==> src/rtl/arcade_pkg.sv <==
// bus request and response structs, chip selects
// cabinet input struct and the cabinet read word union
// external memory target encoding

package arcade_pkg;

    // one cpu bus cycle
    typedef struct packed {
        logic [15:0] addr;
        logic [7:0]  wdata;
        logic        rnw;     // 1 = read
    } bus_req_t;

    typedef struct packed {
        logic [7:0] rdata;
        logic       was_read;
    } bus_rsp_t;

    // one-hot, registered per transaction
    typedef struct packed {
        logic rom;
        logic vram;
        logic obj1;
        logic obj2;
        logic iow;       // control write
        logic ior;       // cabinet inputs
        logic dip2;
        logic dip3;
        logic psg_data;  // sound data latch
        logic psg_wr;    // sound strobe
        logic pal;
        logic busy;      // speech busy status
    } chip_sel_t;

    typedef struct packed {
        logic [1:0] start;
        logic [1:0] coin;
        logic       service;
        logic [5:0] joy1;
        logic [5:0] joy2;
    } cab_in_t;

    typedef struct packed {
        logic [2:0] fill;
        logic [1:0] start;
        logic       service;
        logic [1:0] coin;
    } cab_sys_t;

    typedef struct packed {
        logic [1:0] fill;
        logic [1:0] buttons;
        logic       down;
        logic       up;
        logic       left;
        logic       right;
    } cab_joy_t;

    // same ior byte, laid out two ways
    typedef union packed {
        cab_sys_t sys;
        cab_joy_t joy;
    } cab_word_u;

    typedef enum logic [1:0] {
        tgt_rom  = 2'd0,
        tgt_vram = 2'd1,
        tgt_obj  = 2'd2
    } mem_tgt_e;

endpackage

==> src/rtl/bus_decoder.sv <==
// request acceptance and address decode
// registered request and one-hot chip selects

module bus_decoder import arcade_pkg::*; (
    input  logic      clk,
    input  logic      rst,
    input  logic      req_valid,
    output logic      req_ready,
    input  bus_req_t  req,
    input  logic      txn_done,
    output logic      txn_go,
    output bus_req_t  txn,
    output chip_sel_t cs
);

    logic      busy;
    logic      accept;
    chip_sel_t dec;

    assign req_ready = ~busy;
    assign accept    = req_valid & req_ready;

    always_comb begin
        dec = '0;
        case (req.addr[15:14])
            2'd0: dec.busy = 1'b1;
            2'd1: begin
                case (req.addr[13:11])
                    3'd0: dec.iow = 1'b1;
                    3'd1: begin
                        case (req.addr[10:8])
                            3'd7: dec.pal      = 1'b1;
                            3'd6: dec.ior      = 1'b1;
                            3'd5: dec.dip3     = 1'b1;
                            3'd4: dec.dip2     = 1'b1;
                            3'd1: dec.psg_wr   = 1'b1;
                            3'd0: dec.psg_data = 1'b1;
                            default: ;
                        endcase
                    end
                    3'd2: {dec.obj2, dec.obj1} = {~req.addr[10], req.addr[10]};
                    3'd3: dec.vram = 1'b1;
                    default: ;
                endcase
            end
            default: dec.rom = req.rnw;  // rom is read only
        endcase
    end

    always_ff @(posedge clk, posedge rst) begin
        if (rst) begin
            busy   <= 1'b0;
            txn_go <= 1'b0;
            cs     <= '0;
        end else begin
            txn_go <= accept;
            if (accept) begin
                busy <= 1'b1;
                cs   <= dec;
            end else if (txn_done) begin
                busy <= 1'b0;
            end
        end
    end

    // accepted request payload
    always_ff @(posedge clk) begin
        if (accept) txn <= req;
    end

endmodule

==> src/rtl/cabinet_port.sv <==
// local read data for cabinet inputs, dip switches
// and the speech busy status

module cabinet_port import arcade_pkg::*; (
    input  logic       clk,
    input  logic       rst,
    input  logic       txn_go,
    input  bus_req_t   txn,
    input  chip_sel_t  cs,
    input  cab_in_t    cab,
    input  logic [7:0] dipsw_a,
    input  logic [7:0] dipsw_b,
    input  logic [3:0] dipsw_c,
    output logic [7:0] loc_rdata
);

    cab_word_u cab_word;
    logic      bsy_tgl;   // fake speech busy

    // ior byte picked by the low address bits
    always_comb begin
        cab_word = '1;
        case (txn.addr[1:0])
            2'd0: begin
                cab_word.sys.fill    = 3'b111;
                cab_word.sys.start   = cab.start;
                cab_word.sys.service = cab.service;
                cab_word.sys.coin    = cab.coin;
            end
            2'd1: begin
                cab_word.joy.fill    = 2'b11;
                cab_word.joy.buttons = cab.joy1[5:4];
                cab_word.joy.down    = cab.joy1[2];  // swapped on the board
                cab_word.joy.up      = cab.joy1[3];
                cab_word.joy.left    = cab.joy1[0];
                cab_word.joy.right   = cab.joy1[1];
            end
            2'd2: begin
                cab_word.joy.fill    = 2'b11;
                cab_word.joy.buttons = cab.joy2[5:4];
                cab_word.joy.down    = cab.joy2[2];
                cab_word.joy.up      = cab.joy2[3];
                cab_word.joy.left    = cab.joy2[0];
                cab_word.joy.right   = cab.joy2[1];
            end
            default: cab_word = dipsw_a;
        endcase
    end

    always_ff @(posedge clk, posedge rst) begin
        if (rst) begin
            bsy_tgl <= 1'b0;
        end else if (txn_go && cs.busy && txn.rnw) begin
            bsy_tgl <= ~bsy_tgl;
        end
    end

    always_ff @(posedge clk) begin
        if (txn_go) begin
            if (cs.ior)       loc_rdata <= cab_word;
            else if (cs.dip2) loc_rdata <= dipsw_b;
            else if (cs.dip3) loc_rdata <= {4'hf, dipsw_c};
            else if (cs.busy) loc_rdata <= {7'h7f, bsy_tgl};
            else              loc_rdata <= 8'hff;
        end
    end

endmodule

==> src/rtl/main_bus_top.sv <==
// main board glue logic top level
// decoder, cabinet port, system control and read merge

module main_bus_top import arcade_pkg::*; #(
    parameter int IRQ_ON_FALL = 1,
    parameter int PAL_W       = 3
) (
    input  logic             clk,
    input  logic             rst,
    // cpu request channel
    input  logic             req_valid,
    output logic             req_ready,
    input  bus_req_t         req,
    // response channel
    output logic             rsp_valid,
    input  logic             rsp_ready,
    output bus_rsp_t         rsp,
    // external memory port
    output logic             mem_valid,
    input  logic             mem_ready,
    output logic [15:0]      mem_addr,
    output mem_tgt_e         mem_tgt,
    input  logic             mem_rvalid,
    input  logic [7:0]       mem_rdata,
    // cabinet and dips
    input  cab_in_t          cab,
    input  logic [7:0]       dipsw_a,
    input  logic [7:0]       dipsw_b,
    input  logic [3:0]       dipsw_c,
    input  logic             dip_pause,
    // video timing
    input  logic             lvbl,
    input  logic             v16,
    output logic             irq_n,
    output logic             nmi_n,
    output logic             flip,
    output logic [PAL_W-1:0] pal_sel,
    // sound chip
    output logic [7:0]       psg_data,
    output logic             psg_wr
);

    logic      txn_go;
    logic      txn_done;
    bus_req_t  txn;
    chip_sel_t cs;
    logic [7:0] loc_rdata;

    bus_decoder u_dec (
        .clk       (clk),
        .rst       (rst),
        .req_valid (req_valid),
        .req_ready (req_ready),
        .req       (req),
        .txn_done  (txn_done),
        .txn_go    (txn_go),
        .txn       (txn),
        .cs        (cs)
    );

    cabinet_port u_cab (
        .clk       (clk),
        .rst       (rst),
        .txn_go    (txn_go),
        .txn       (txn),
        .cs        (cs),
        .cab       (cab),
        .dipsw_a   (dipsw_a),
        .dipsw_b   (dipsw_b),
        .dipsw_c   (dipsw_c),
        .loc_rdata (loc_rdata)
    );

    sys_ctrl #(
        .IRQ_ON_FALL (IRQ_ON_FALL),
        .PAL_W       (PAL_W)
    ) u_ctrl (
        .clk       (clk),
        .rst       (rst),
        .txn_go    (txn_go),
        .txn       (txn),
        .cs        (cs),
        .lvbl      (lvbl),
        .v16       (v16),
        .dip_pause (dip_pause),
        .irq_n     (irq_n),
        .nmi_n     (nmi_n),
        .flip      (flip),
        .pal_sel   (pal_sel),
        .psg_data  (psg_data),
        .psg_wr    (psg_wr)
    );

    read_merge u_merge (
        .clk        (clk),
        .rst        (rst),
        .txn_go     (txn_go),
        .txn        (txn),
        .cs         (cs),
        .loc_rdata  (loc_rdata),
        .mem_valid  (mem_valid),
        .mem_ready  (mem_ready),
        .mem_addr   (mem_addr),
        .mem_tgt    (mem_tgt),
        .mem_rvalid (mem_rvalid),
        .mem_rdata  (mem_rdata),
        .rsp_valid  (rsp_valid),
        .rsp_ready  (rsp_ready),
        .rsp        (rsp),
        .txn_done   (txn_done)
    );

endmodule

==> src/rtl/read_merge.sv <==
// external memory read sequencing
// merges local and memory data into one bus response

module read_merge import arcade_pkg::*; (
    input  logic       clk,
    input  logic       rst,
    input  logic       txn_go,
    input  bus_req_t   txn,
    input  chip_sel_t  cs,
    input  logic [7:0] loc_rdata,
    output logic       mem_valid,
    input  logic       mem_ready,
    output logic [15:0] mem_addr,
    output mem_tgt_e   mem_tgt,
    input  logic       mem_rvalid,
    input  logic [7:0] mem_rdata,
    output logic       rsp_valid,
    input  logic       rsp_ready,
    output bus_rsp_t   rsp,
    output logic       txn_done
);

    typedef enum logic [2:0] {
        st_idle,
        st_local,
        st_mem_req,
        st_mem_wait,
        st_respond
    } state_e;

    state_e state;
    logic   mem_rd;
    logic   loc_hit;

    assign mem_rd  = txn.rnw & (cs.rom | cs.vram | cs.obj1 | cs.obj2);
    assign loc_hit = txn.rnw & (cs.ior | cs.dip2 | cs.dip3 | cs.busy);

    always_ff @(posedge clk, posedge rst) begin
        if (rst) begin
            state     <= st_idle;
            mem_valid <= 1'b0;
            rsp_valid <= 1'b0;
            txn_done  <= 1'b0;
        end else begin
            txn_done <= 1'b0;
            case (state)
                st_idle: if (txn_go) begin
                    if (mem_rd) begin
                        state     <= st_mem_req;
                        mem_valid <= 1'b1;
                    end else begin
                        state <= st_local;  // loc_rdata ready next cycle
                    end
                end
                st_local: begin
                    rsp_valid <= 1'b1;
                    state     <= st_respond;
                end
                st_mem_req: if (mem_ready) begin
                    mem_valid <= 1'b0;
                    state     <= st_mem_wait;
                end
                st_mem_wait: if (mem_rvalid) begin
                    rsp_valid <= 1'b1;
                    state     <= st_respond;
                end
                st_respond: if (rsp_ready) begin
                    rsp_valid <= 1'b0;
                    txn_done  <= 1'b1;   // frees the decoder
                    state     <= st_idle;
                end
                default: state <= st_idle;
            endcase
        end
    end

    // payload registers
    always_ff @(posedge clk) begin
        if (state == st_idle && txn_go) begin
            mem_addr <= txn.addr;
            if (cs.rom)       mem_tgt <= tgt_rom;
            else if (cs.vram) mem_tgt <= tgt_vram;
            else              mem_tgt <= tgt_obj;
        end
        if (state == st_local) begin
            rsp.rdata    <= loc_hit ? loc_rdata : 8'hff;  // writes, unmapped read ff
            rsp.was_read <= txn.rnw;
        end
        if (state == st_mem_wait && mem_rvalid) begin
            rsp.rdata    <= mem_rdata;
            rsp.was_read <= 1'b1;
        end
    end

endmodule

==> src/rtl/sys_ctrl.sv <==
// control register, palette bank, sound data latch and strobe
// edge triggered irq and nmi latches

module sys_ctrl import arcade_pkg::*; #(
    parameter int IRQ_ON_FALL = 1,
    parameter int PAL_W       = 3
) (
    input  logic             clk,
    input  logic             rst,
    input  logic             txn_go,
    input  bus_req_t         txn,
    input  chip_sel_t        cs,
    input  logic             lvbl,
    input  logic             v16,
    input  logic             dip_pause,
    output logic             irq_n,
    output logic             nmi_n,
    output logic             flip,
    output logic [PAL_W-1:0] pal_sel,
    output logic [7:0]       psg_data,
    output logic             psg_wr
);

    logic wr;
    logic iow_wr;
    logic irq_en, nmi_en;
    logic lvbl_l, v16_l;
    logic vbl_edge, v16_edge;

    assign wr     = txn_go & ~txn.rnw;
    assign iow_wr = wr & cs.iow;

    // vblank edge polarity set by the top level
    assign vbl_edge = (IRQ_ON_FALL != 0) ? (lvbl_l & ~lvbl) : (~lvbl_l & lvbl);
    assign v16_edge = ~v16_l & v16;

    always_ff @(posedge clk, posedge rst) begin
        if (rst) begin
            irq_en  <= 1'b0;
            nmi_en  <= 1'b0;
            flip    <= 1'b0;
            pal_sel <= '0;
            psg_wr  <= 1'b0;
        end else begin
            psg_wr <= wr & cs.psg_wr;  // single cycle strobe
            if (iow_wr) begin
                irq_en <= txn.wdata[2];
                nmi_en <= txn.wdata[1];
                flip   <= txn.wdata[0];
            end
            if (wr && cs.pal) pal_sel <= txn.wdata[PAL_W-1:0];
        end
    end

    always_ff @(posedge clk) begin
        if (wr && cs.psg_data) psg_data <= txn.wdata;
    end

    always_ff @(posedge clk, posedge rst) begin
        if (rst) begin
            lvbl_l <= 1'b1;
            v16_l  <= 1'b0;
            irq_n  <= 1'b1;
            nmi_n  <= 1'b1;
        end else begin
            lvbl_l <= lvbl;
            v16_l  <= v16;
            if (iow_wr && !txn.wdata[2])
                irq_n <= 1'b1;  // disabling also acknowledges
            else if (irq_en && dip_pause && vbl_edge)
                irq_n <= 1'b0;
            if (iow_wr && !txn.wdata[1])
                nmi_n <= 1'b1;
            else if (nmi_en && v16_edge)
                nmi_n <= 1'b0;
        end
    end

endmodule

==> config.mk <==
export PLATFORM = sky130hd
export DESIGN_NAME = main_bus_top
export DESIGN_NICKNAME = d
export VERILOG_FILES = /design/src/rtl/arcade_pkg.sv /design/src/rtl/bus_decoder.sv /design/src/rtl/cabinet_port.sv /design/src/rtl/main_bus_top.sv /design/src/rtl/read_merge.sv /design/src/rtl/sys_ctrl.sv
export SDC_FILE = /design/constraint.sdc
export NUM_CORES = 1
export LEC_CHECK = 0
export BUFFER_PORTS_ARGS = -buffer_cell sky130_fd_sc_hd__buf_2
export CORE_UTILIZATION = 50
export CTS_BUF_LIST = sky130_fd_sc_hd__clkbuf_8
export DETAILED_ROUTE_END_ITERATION = 7
export HOLD_SLACK_MARGIN = 0.12
export PLACE_DENSITY = 0.78
export RECOVER_POWER = 25
export REMOVE_ABC_BUFFERS = 1
export SLEW_MARGIN = 20
export SYNTH_ARGS = -nofsm -noshare
export SYNTH_HDL_FRONTEND = slang
export SYNTH_HIERARCHICAL = 1
export SYNTH_SLANG_ARGS = --single-unit
export TNS_END_PERCENT = 50
==> constraint.sdc <==
create_clock -name clk -period 2.7 [get_ports clk]
set_clock_uncertainty 0.05 [all_clocks]
set_input_delay 0.135 -clock clk [delete_from_list [all_inputs] [get_ports clk]]
set_output_delay 0.135 -clock clk [all_outputs]
set_load 0.1 [all_outputs]
### Word level (Yosys, flattened, before mapping)

Index checks and enable logic that the tools add are counted.

* equal/unequal tests: 20
* muxes and demuxes: 43
* bitwise gates (word level): 20
* reductions and logical operators: 28

Operators by type and width (number)
* 2-to-1 mux 8 bit: 4
* 2-to-1 mux 1 bit: 24
* case mux 8 bit (3 select lines): 1
* 2-to-1 mux 9 bit: 2
* == test 3 bit, second input constant: 5
* case mux 3 bit (5 select lines): 1
* == test 3 x 2 -> 1 bit, second input constant: 4
* 2-to-1 mux 3 bit: 4
* logical AND 1 bit: 11
* 2-to-1 mux 10 bit: 1
* nonzero test 2 bit: 5
* == test 3 x 1 -> 1 bit, second input constant: 3
* zero test 3 bit: 3
* bitwise AND 1 bit: 8
* != test 2 bit, second input constant: 4
* AND reduction 4 bit: 2
* 2-to-1 mux 2 bit: 3
* 2-to-1 mux 6 bit: 1
* NOT 1 bit: 6
* OR 1 bit: 6
* == test 2 x 1 -> 1 bit, second input constant: 2
* zero test 2 bit: 2
* case mux 1 bit (3 select lines): 1
* AND reduction 3 bit: 1
* 6 further kinds: 7

* register bits: 100
* input bits: 79
* output and inout bits: 45

### Longest topological paths before layout

Gate-level depths: netlist of run 1.

* depth after elaboration: 7
* depth in mapped cells: 5
* depth with buffers taken out: 4

### Hierarchy

Netlist of run 1, hierarchy kept.

By module, submodules not included
* bus_decoder: instances 1, cells an instance 81, area an instance 1355.0 um2, sequential area each 1101.1 um2
* read_merge: instances 1, cells an instance 76, area an instance 1265.0 um2, sequential area each 950.9 um2
* sys_ctrl: instances 1, cells an instance 34, area an instance 675.6 um2, sequential area each 519.2 um2
* cabinet_port: instances 1, cells an instance 61, area an instance 638.1 um2, sequential area each 265.3 um2

### Worst setup path before layout of run 1

Ideal clock, no wire load.

* kind: reg-to-reg
* start point: register u_merge.state[0]
* end point: register u_merge.mem_addr[0], enable pin
* arrival: 1.515 ns
* data required time: 2.257 ns
* slack: 0.743 ns
* cell stages (with the launch flop): 4
* cell sequence: dfrtp_1 nor2_1 nand2_1 nor2_1

* cells in the longest elaborated chain, start to end: 2

RTL lines
* start, declared: line read_merge.sv:31 `state_e state;`
* start signal, assigned: line read_merge.sv:40 `state <= st_idle;`
* start signal, assigned: line read_merge.sv:49 `state <= st_mem_req;`
* start signal, assigned: line read_merge.sv:52 `state <= st_local;`
* zero test 3 bit: line read_merge.sv:79 `if (state == st_idle && txn_go) begin`
* logical AND 1 bit: line read_merge.sv:79
* end signal, assigned: line read_merge.sv:80 `mem_addr <= txn.addr;`
* end, declared: line read_merge.sv:13 `output logic [15:0] mem_addr,`

Every way passes these cells.
A chain may end at the register's enable or synchronous reset.

### Worst setup path in the final report of run 1

* start point: register u_dec.txn_go
* end point: register u_merge.mem_addr[4], enable pin

* cells in the longest elaborated chain, start to end: 1

RTL lines
* start, declared: line bus_decoder.sv:11 `output logic txn_go,`
* start signal, assigned: line bus_decoder.sv:56 `txn_go <= accept;`
* logical AND 1 bit: line read_merge.sv:79

Every way passes these cells.

==> results of run 1 <==
[cell families (layout without fill, tap and decap cells)]
logic type | Yosys count | count (layout)
AO/OA/AOI/OAI | 49 | 49
XOR/XNOR | 1 | 1
buffers and inverters | 24 | 204
flip-flops | 100 | 100
multiplexers | 18 | 18
AND/OR/NAND/NOR | 60 | 60
[what timing repair did]
item | in CTS | in global routing
hold buffers | 44 | 1
endpoints found under the hold margin | 88 | 1
resized for setup | 0 | 0
[metrics by stage]
step                      hold slack, ns  std cells  setup WS, ns  cell area, µm²
after detailed placement         -0.0397        470         0.942            4650
after floorplan                   -0.186        244         0.743            3880
after global placement           -0.0391        470          1.00            4650
final                              0.164        531         0.942            5320
after global routing               0.128        531         0.822            5320
after CTS                          0.130        530         0.927            5330
[routing by layer]
| metal | track usage (%) | up-vias |
|---|---|---|
| li1 | - | 1305 |
| met1 | 25.1 | 1320 |
| met2 | 35.8 | 113 |
| met3 | 4.63 | 21 |
| met4 | 10.5 | 0 |
| met5 | 0 | - |
[registers in the layout, summed over array words and instances, names as in the netlist, 2 cells and up]
| signal | cells |
|---|---|
| u_merge/mem_tgt | 2 |
| u_cab/loc_rdata | 8 |
| u_merge/rsp | 9 |
| u_merge/state | 3 |
| u_dec/cs | 12 |
| u_merge/mem_addr | 16 |
| u_ctrl/pal_sel | 3 |
| u_ctrl/psg_data | 8 |
| u_dec/txn | 25 |
[worst max path at each step]
stage	from	to	slack (ns)
floorplan	u_merge/state[0]	u_merge/mem_addr[0]	0.74
global placement	u_dec/txn_go	u_merge/mem_addr[5]	1.00
detailed placement	u_dec/txn_go	u_merge/mem_addr[6]	0.94
CTS	u_dec/txn_go	u_merge/mem_tgt[1]	0.93
global route	u_dec/cs[6]	u_merge/rsp[5]	0.82
finish	u_dec/txn_go	u_merge/mem_addr[4]	0.94
[cells in the final DEF, fill, tap and decap left out, drive strengths merged, types with 4 or more instances in the layout]
cell type | netlist | routed
mux2 | 9 | 9
dfrtp | 29 | 29
inv | 16 | 19
edfxtp | 67 | 67
a221o | 10 | 10
a21oi | 9 | 9
o21ai | 4 | 4
nor2 | 11 | 11
nand2b | 6 | 6
dlygate4sd3 | 0 | 45
nand2 | 18 | 18
buf | 8 | 115
mux2i | 8 | 8
nor3b | 5 | 5
clkbuf | 0 | 21
o31ai | 5 | 5
[area by class of cell]
cell class,count,area (µm²)
Tap cell,99,124
Timing Repair Buffer,172,1080
Fill cell,527,2120
Clock buffer,9,124
Clock inverter,7,115
Inverter,16,60.1
Multi-Input combinational cell,128,980
Sequential cell,100,2840
[power by group]
| part | total [W] | switching [W] | internal, W |
|---|---|---|---|
| Clock | 0.00108 | 0.000536 | 0.000545 |
| Combinational | 0.000158 | 0.0000636 | 0.0000946 |
| Sequential | 0.00163 | 0.00000326 | 0.00163 |
| Total | 0.00287 | 0.000602 | 0.00227 |
[worst max-delay path: stages (launching register included)]
cell     delay (ns)
dfrtp_1        0.76
nand2_1        0.12
nor2_1         0.24
buf_4          0.28
==> reports/results.tsv, run 1 <==
stage	metric	value	unit
outcome	status	completed	
floorplan	row count	31	
drt	routed vias/inst	5.20	
drt	met2 wire length	4350	µm
drt	M1 WL	3350	µm
setup_path	Crit Path Class	reg2reg	
grt	pin count of the biggest net entering global routing	21	
setup_path	reg2reg end	u_merge/mem_addr[4]	
placed_design	port buffer count	123	
grt	initial antenna violation count	0	
floorplan	core area	7450	µm²
yosys	post-synthesis xor/xnor area fraction	0.223	%
timing	Slew Viols, Final	0	
yosys	Cells after Synth	252	
floorplan	Die Ht	90.7	µm
yosys	combinational family with the most area after synthesis	compound AO/OA/AOI/OAI gates	
setup_path	critical path data required time	2.71	ns
timing	setup TNS	0	ns
drt	Post-DRT Antenna Nets	0	
grt	first-pass GRT wire length	13100	µm
cells_and_area	layout cell share with drive strength beyond 1	35.9	%
yosys	Avg Synthesized Cell Area	15.6	µm²
worst_hold_path	Worst Hold Class	in2reg	
setup_path	Crit. End Element	flop	
yosys	Synth area leaders	edfxtp_1, dfrtp_1, a221o_1	
cts	CTS buffer count	9	
worst_hold_path	worst hold endpoint	u_cab/loc_rdata[7]	
cts	Reg clk slew, reported paths	0.10	ns
cts	CTS tree	yes	
timing	Slew @ Worst Pin	0.844	ns
yosys	compound-gate portion of the synthesized area	9.89	%
drt	vias	2759	
placed_design	gpl congestion	0.930	
setup_path	Reg2Reg Launch Point	u_dec/txn_go	
flow_run	Max Cap Viol	0	
yosys	Synth Area in Adders	0	%
cts	CTS Root Cell	clkbuf_8	
placed_design	Post-DP HPWL	5750	µm
drt	Detail Route met3 WL	512	µm
cts	Post-CTS Setup Repair Bufs	0	
yosys	Synth Area in Simple Gates	9.51	%
yosys	flops & latches, synth	100	
timing	final number of hold-violating endpoints	0	
cts	# H-tree levels	3	
power_and_ir_drop	Lkg Pwr	2.27	nW
yosys	register area share after synthesis	72.1	%
timing	Tmin final	1.76	ns
power_and_ir_drop	Pwr Density	540	nW/µm²
yosys	Top FF cell, synth	edfxtp_1	
setup_path	worst-path fanout max	16	
setup_path	Setup crit start kind	flop	
worst_hold_path	Worst Hold Depth	3	
cts	Worst-Skew Late Latency	0.36	ns
floorplan	Die Footprint	8230	µm²
drt	Top Metal Used	met4	
yosys	share of synthesized flip-flops with an asynchronous set or reset	32.0	%
yosys	Synth top area share	51.1	%
cells_and_area	NumNets Final	506	
setup_path	Worst EP arrival	1.77	ns
grt	gr usage total	21.0	%
worst_hold_path	hold_sp	dipsw_a[7]	
cts	Bufs on Longest Clock Path	2	
cts	Sink Count	100	
setup_path	Reg2Reg Depth	3	
drt	initial drt markers	252	
cells_and_area	Area growth syn-to-layout	35.3	%
yosys	synthesis warning total	6	
grt	total gr overflow	0	
cells_and_area	post-layout util	71.5	%
timing	Rel. slew slack	43.7	%
setup_path	register-to-register setup slack	0.94	ns
yosys	number of flops mapped to enable cells by yosys	67	
yosys	Post-Syn Area	3930	µm²
yosys	synth cell count leaders	edfxtp_1, dfrtp_1, nand2_1	
drt	routed wire length	8390	µm
drt	detailed-router iteration count before antenna repair	5	
floorplan	Die Span X	90.7	µm
yosys	Synth area leader	edfxtp_1	
drt	Remaining DRCs	0	
cells_and_area	Antenna diodes	0	
yosys	mux contribution to synthesized area	5.28	%
timing	RSZ-0062 raised after global routing	no	
timing	final worst path period share	65.1	%
yosys	Synth cell types	55	
floorplan	Initial Util	52.8	%
power_and_ir_drop	Peak VDD IR	311	µV
timing	Achievable Freq	0.569	GHz
grt	number of global-route vias before repair	2797	
drt	per-cell routed wire length	15.8	µm
power_and_ir_drop	total power	0.00287	W
floorplan	io pins	124	
timing	final setup violation count	0	
yosys	most frequent cell after synthesis	edfxtp_1	
Note: power is estimated with default switching activity, not from simulation.
==> run 2, diff against run 1 <==
- ABC_AREA: unset -> 1
- clock period: 2.7 -> 1.7 ns (I/O delays scaled with it)
==> run 2 against run 1 <==
Effect of this change: register-to-register slack worse by 0.75 ns; maximum frequency is 16% higher; setup slack worse by 0.75 ns; critical path type unchanged; worst hold slack worse by 0.031 ns; synthesized cell count is 48% higher; sequential share of layout area is 4.1 points lower; sequential cell count stayed put; critical endpoint is now u_cab/loc_rdata[1].
==> reports/results.tsv, run 2 <==
stage	metric	value	unit	change
timing	Slew @ Worst Pin	0.536	ns	-0.309 ns
floorplan	core area	7810	µm²	+4.8%
yosys	synth cell count leaders	nand2_1, edfxtp_1, nor2_1		
cells_and_area	layout cell share with drive strength beyond 1	28.1	%	-7.8 points
floorplan	Die Footprint	8490	µm²	+3.2%
timing	final worst path period share	88.8	%	+24 points
setup_path	Critical-path top delay cell	edfxtp_1		
setup_path	register-to-register setup slack	0.19	ns	-0.75 ns
drt	vias	3418		+24%
yosys	share of synthesized flip-flops with an asynchronous set or reset	32.0	%	unchanged
drt	Remaining DRCs	0		unchanged
grt	pin count of the biggest net entering global routing	23		+9.5%
yosys	register area share after synthesis	69.8	%	-2.3 points
cells_and_area	Area growth syn-to-layout	42.1	%	
outcome	status	completed		
cts	CTS tree	yes		
worst_hold_path	Worst Hold Class	in2reg		
floorplan	Initial Util	52.0	%	-0.80 points
cts	Bufs on Longest Clock Path	2		unchanged
cts	Reg clk slew, reported paths	0.10	ns	about the same
cts	CTS buffer count	9		unchanged
timing	final setup violation count	0		unchanged
floorplan	io pins	124		unchanged
timing	Rel. slew slack	64.2	%	+21 points
drt	routed wire length	9730	µm	+16%
timing	setup TNS	0	ns	unchanged
drt	routed vias/inst	4.91		-5.5%
drt	M1 WL	4060	µm	+21%
setup_path	worst path bufs/invs	0		-1
worst_hold_path	hold_sp	cab[5]		
cts	CTS Root Cell	clkbuf_8		
setup_path	Crit. End Element	flop		
grt	initial antenna violation count	0		unchanged
setup_path	critical path depth	5		+2
placed_design	port buffer count	123		unchanged
drt	Top Metal Used	met4		
setup_path	Crit. Startpoint	u_dec/txn[9]		
floorplan	Die Span X	92.1	µm	+1.6%
yosys	Synth area leaders	edfxtp_1, dfrtp_1, nand2_1		
cells_and_area	NumNets Final	668		+32%
floorplan	row count	32		+3.2%
cells_and_area	max reg flops	25		unchanged
setup_path	Worst EP arrival	1.58	ns	-0.19 ns
drt	detailed-router iteration count before antenna repair	5		unchanged
power_and_ir_drop	Comb power frac	37.0	%	+32 points
yosys	most frequent cell after synthesis	nand2_1		
placed_design	Post-DP HPWL	6180	µm	+7.4%
setup_path	crit path capture	u_cab/loc_rdata[1]		
power_and_ir_drop	Peak VDD IR	990	µV	+220%
cells_and_area	post-layout util	73.9	%	+2.4 points
power_and_ir_drop	clock share of power	18.6	%	-19 points
power_and_ir_drop	Lkg Pwr	2.56	nW	+13%
yosys	Synth top area share	49.5	%	-1.6 points
cells_and_area	commonest cells after routing, fill and taps aside	buf_2, nand2_1, dlygate4sd3_1		
grt	first-pass GRT wire length	15800	µm	+20%
placed_design	gpl congestion	0.894		-3.9%
flow_run	Max Cap Viol	0		unchanged
drt	Post-DRT Antenna Nets	0		unchanged
drt	Detail Route met3 WL	637	µm	+24%
power_and_ir_drop	total power	0.00746	W	+160%
yosys	Post-Syn Area	4060	µm²	+3.2%
cells_and_area	Biggest register	u_dec/txn		
cells_and_area	commonest non-fill, non-tap cell in the layout	buf_2		
cts	Worst-Skew Late Latency	0.36	ns	about the same
setup_path	Setup crit start kind	flop		
grt	total gr overflow	0		unchanged
yosys	Avg Synthesized Cell Area	10.9	µm²	-30%
timing	RSZ-0062 raised after global routing	no		
setup_path	Reg2Reg Launch Point	u_dec/txn[9]		
yosys	Top FF cell, synth	edfxtp_1		
setup_path	worst-path fanout max	13		-3
power_and_ir_drop	Switching Share	43.3	%	+22 points
drt	met2 wire length	4780	µm	+10%
grt	gr usage total	24.3	%	+3.3 points
yosys	Synth area leader	edfxtp_1		
drt	initial drt markers	264		+4.8%
setup_path	Reg2Reg Depth	5		+2
yosys	flops & latches, synth	100		unchanged
grt	number of global-route vias before repair	3435		+23%
cts	# H-tree levels	3		unchanged
power_and_ir_drop	NetSw	0.00323	W	+440%
timing	final number of hold-violating endpoints	0		unchanged
setup_path	critical path data required time	1.77	ns	-0.94 ns
cts	Sink Count	100		unchanged
cells_and_area	biggest regs	u_dec/txn: 25 flops, u_merge/mem_addr: 16 flops, u_dec/cs: 12 flops		
power_and_ir_drop	Pwr Density	1290	nW/µm²	+140%
setup_path	worst-path cell chain	nand2_2 > nor2_1 > nor2_1 > nand2_1 > nand2_1		
setup_path	Largest delay share family, worst path	flip-flops		
floorplan	Die Ht	92.1	µm	+1.6%
timing	Achievable Freq	0.662	GHz	+16%
yosys	Synth cell types	26		-53%
timing	Slew Viols, Final	0		unchanged
cells_and_area	Antenna diodes	0		unchanged
power_and_ir_drop	internal power	0.00423	W	+86%
setup_path	Max stage delay on crit path	0.64	ns	-0.12 ns
setup_path	Crit Path Class	reg2reg		
yosys	number of flops mapped to enable cells by yosys	67		unchanged
timing	Tmin final	1.51	ns	-0.248 ns
drt	per-cell routed wire length	14.0	µm	-12%
power_and_ir_drop	Flop pwr share	44.4	%	-12 points
timing	Hold Slack	0.133	ns	-0.0308 ns
yosys	synthesis warning total	6		unchanged
setup_path	reg2reg end	u_cab/loc_rdata[1]		
yosys	Cells after Synth	374		+48%
run 2: how the worst min path moves through the flow:
stage	endpoint	slack, ns	depth (start not counted)
2_1_floorplan	u_cab/bsy_tgl	-0.24	1
4_1_cts	u_cab/loc_rdata[5]	0.12	5
5_1_grt	u_cab/loc_rdata[5]	0.16	5
3_5_place_dp	u_cab/bsy_tgl	-0.08	2
6_report	u_cab/loc_rdata[5]	0.13	5
3_3_place_gp	u_cab/bsy_tgl	-0.08	2
run 2: power by group through the flow:
stage / Combinational, W / Sequential, W / Clock, W
2_1_floorplan: 0.000718 / 0.00468 / 0
3_3_place_gp: 0.00257 / 0.00335 / 0
3_5_place_dp: 0.00261 / 0.00336 / 0
4_1_cts: 0.00276 / 0.00331 / 0.00142
5_1_grt: 0.00291 / 0.00335 / 0.00153
6_report: 0.00276 / 0.00331 / 0.00139
run 2: worst min-delay path: stages:
cell and delay [ns]:
buf_2 0.08, nand2_1 0.04, nand2_1 0.05, nor2_1 0.04, nor2_1 0.12
run 2: timing repair:
item / 4_1_cts / 5_1_grt
setup endpoints to repair: 0 / 2
buffers inserted: 0 / 3
resized for setup: 0 / 1
endpoints found under the hold margin: 95 / 0
hold buffers: 75 / 0
run 2: through the flow:
| step | cells | setup slack, ns | cell area [µm²] |
|---|---|---|---|
| 6_report | 696 | 0.190 | 5770 |
| 5_1_grt | 696 | 0.0672 | 5770 |
| 3_5_place_dp | 603 | 0.264 | 4840 |
| 3_3_place_gp | 603 | 0.304 | 4840 |
| 2_1_floorplan | 371 | -0.761 | 4030 |
| 4_1_cts | 694 | 0.0316 | 5770 |
run 2: cells by family after synthesis:
group | synth area share [%]
xor+xnor | 0.216
compound gates | 4.44
simple gates | 21.1
buf+inv | 4.41
flops | 69.8
run 2: final cells by class:
class,instances,area [µm²]
Sequential cell,100,2840
Fill cell,517,2040
Timing Repair Buffer,207,1430
Multi-Input combinational cell,233,1050
Inverter,38,143
Tap cell,102,128
Clock buffer,9,124
Clock inverter,7,55.1
run 2: routing by layer:
metal	global-route usage, %	vias to the layer above
met5	0	-
met4	11.7	0
met3	5.22	29
met2	38.7	145
met1	31.8	1577
li1	-	1667
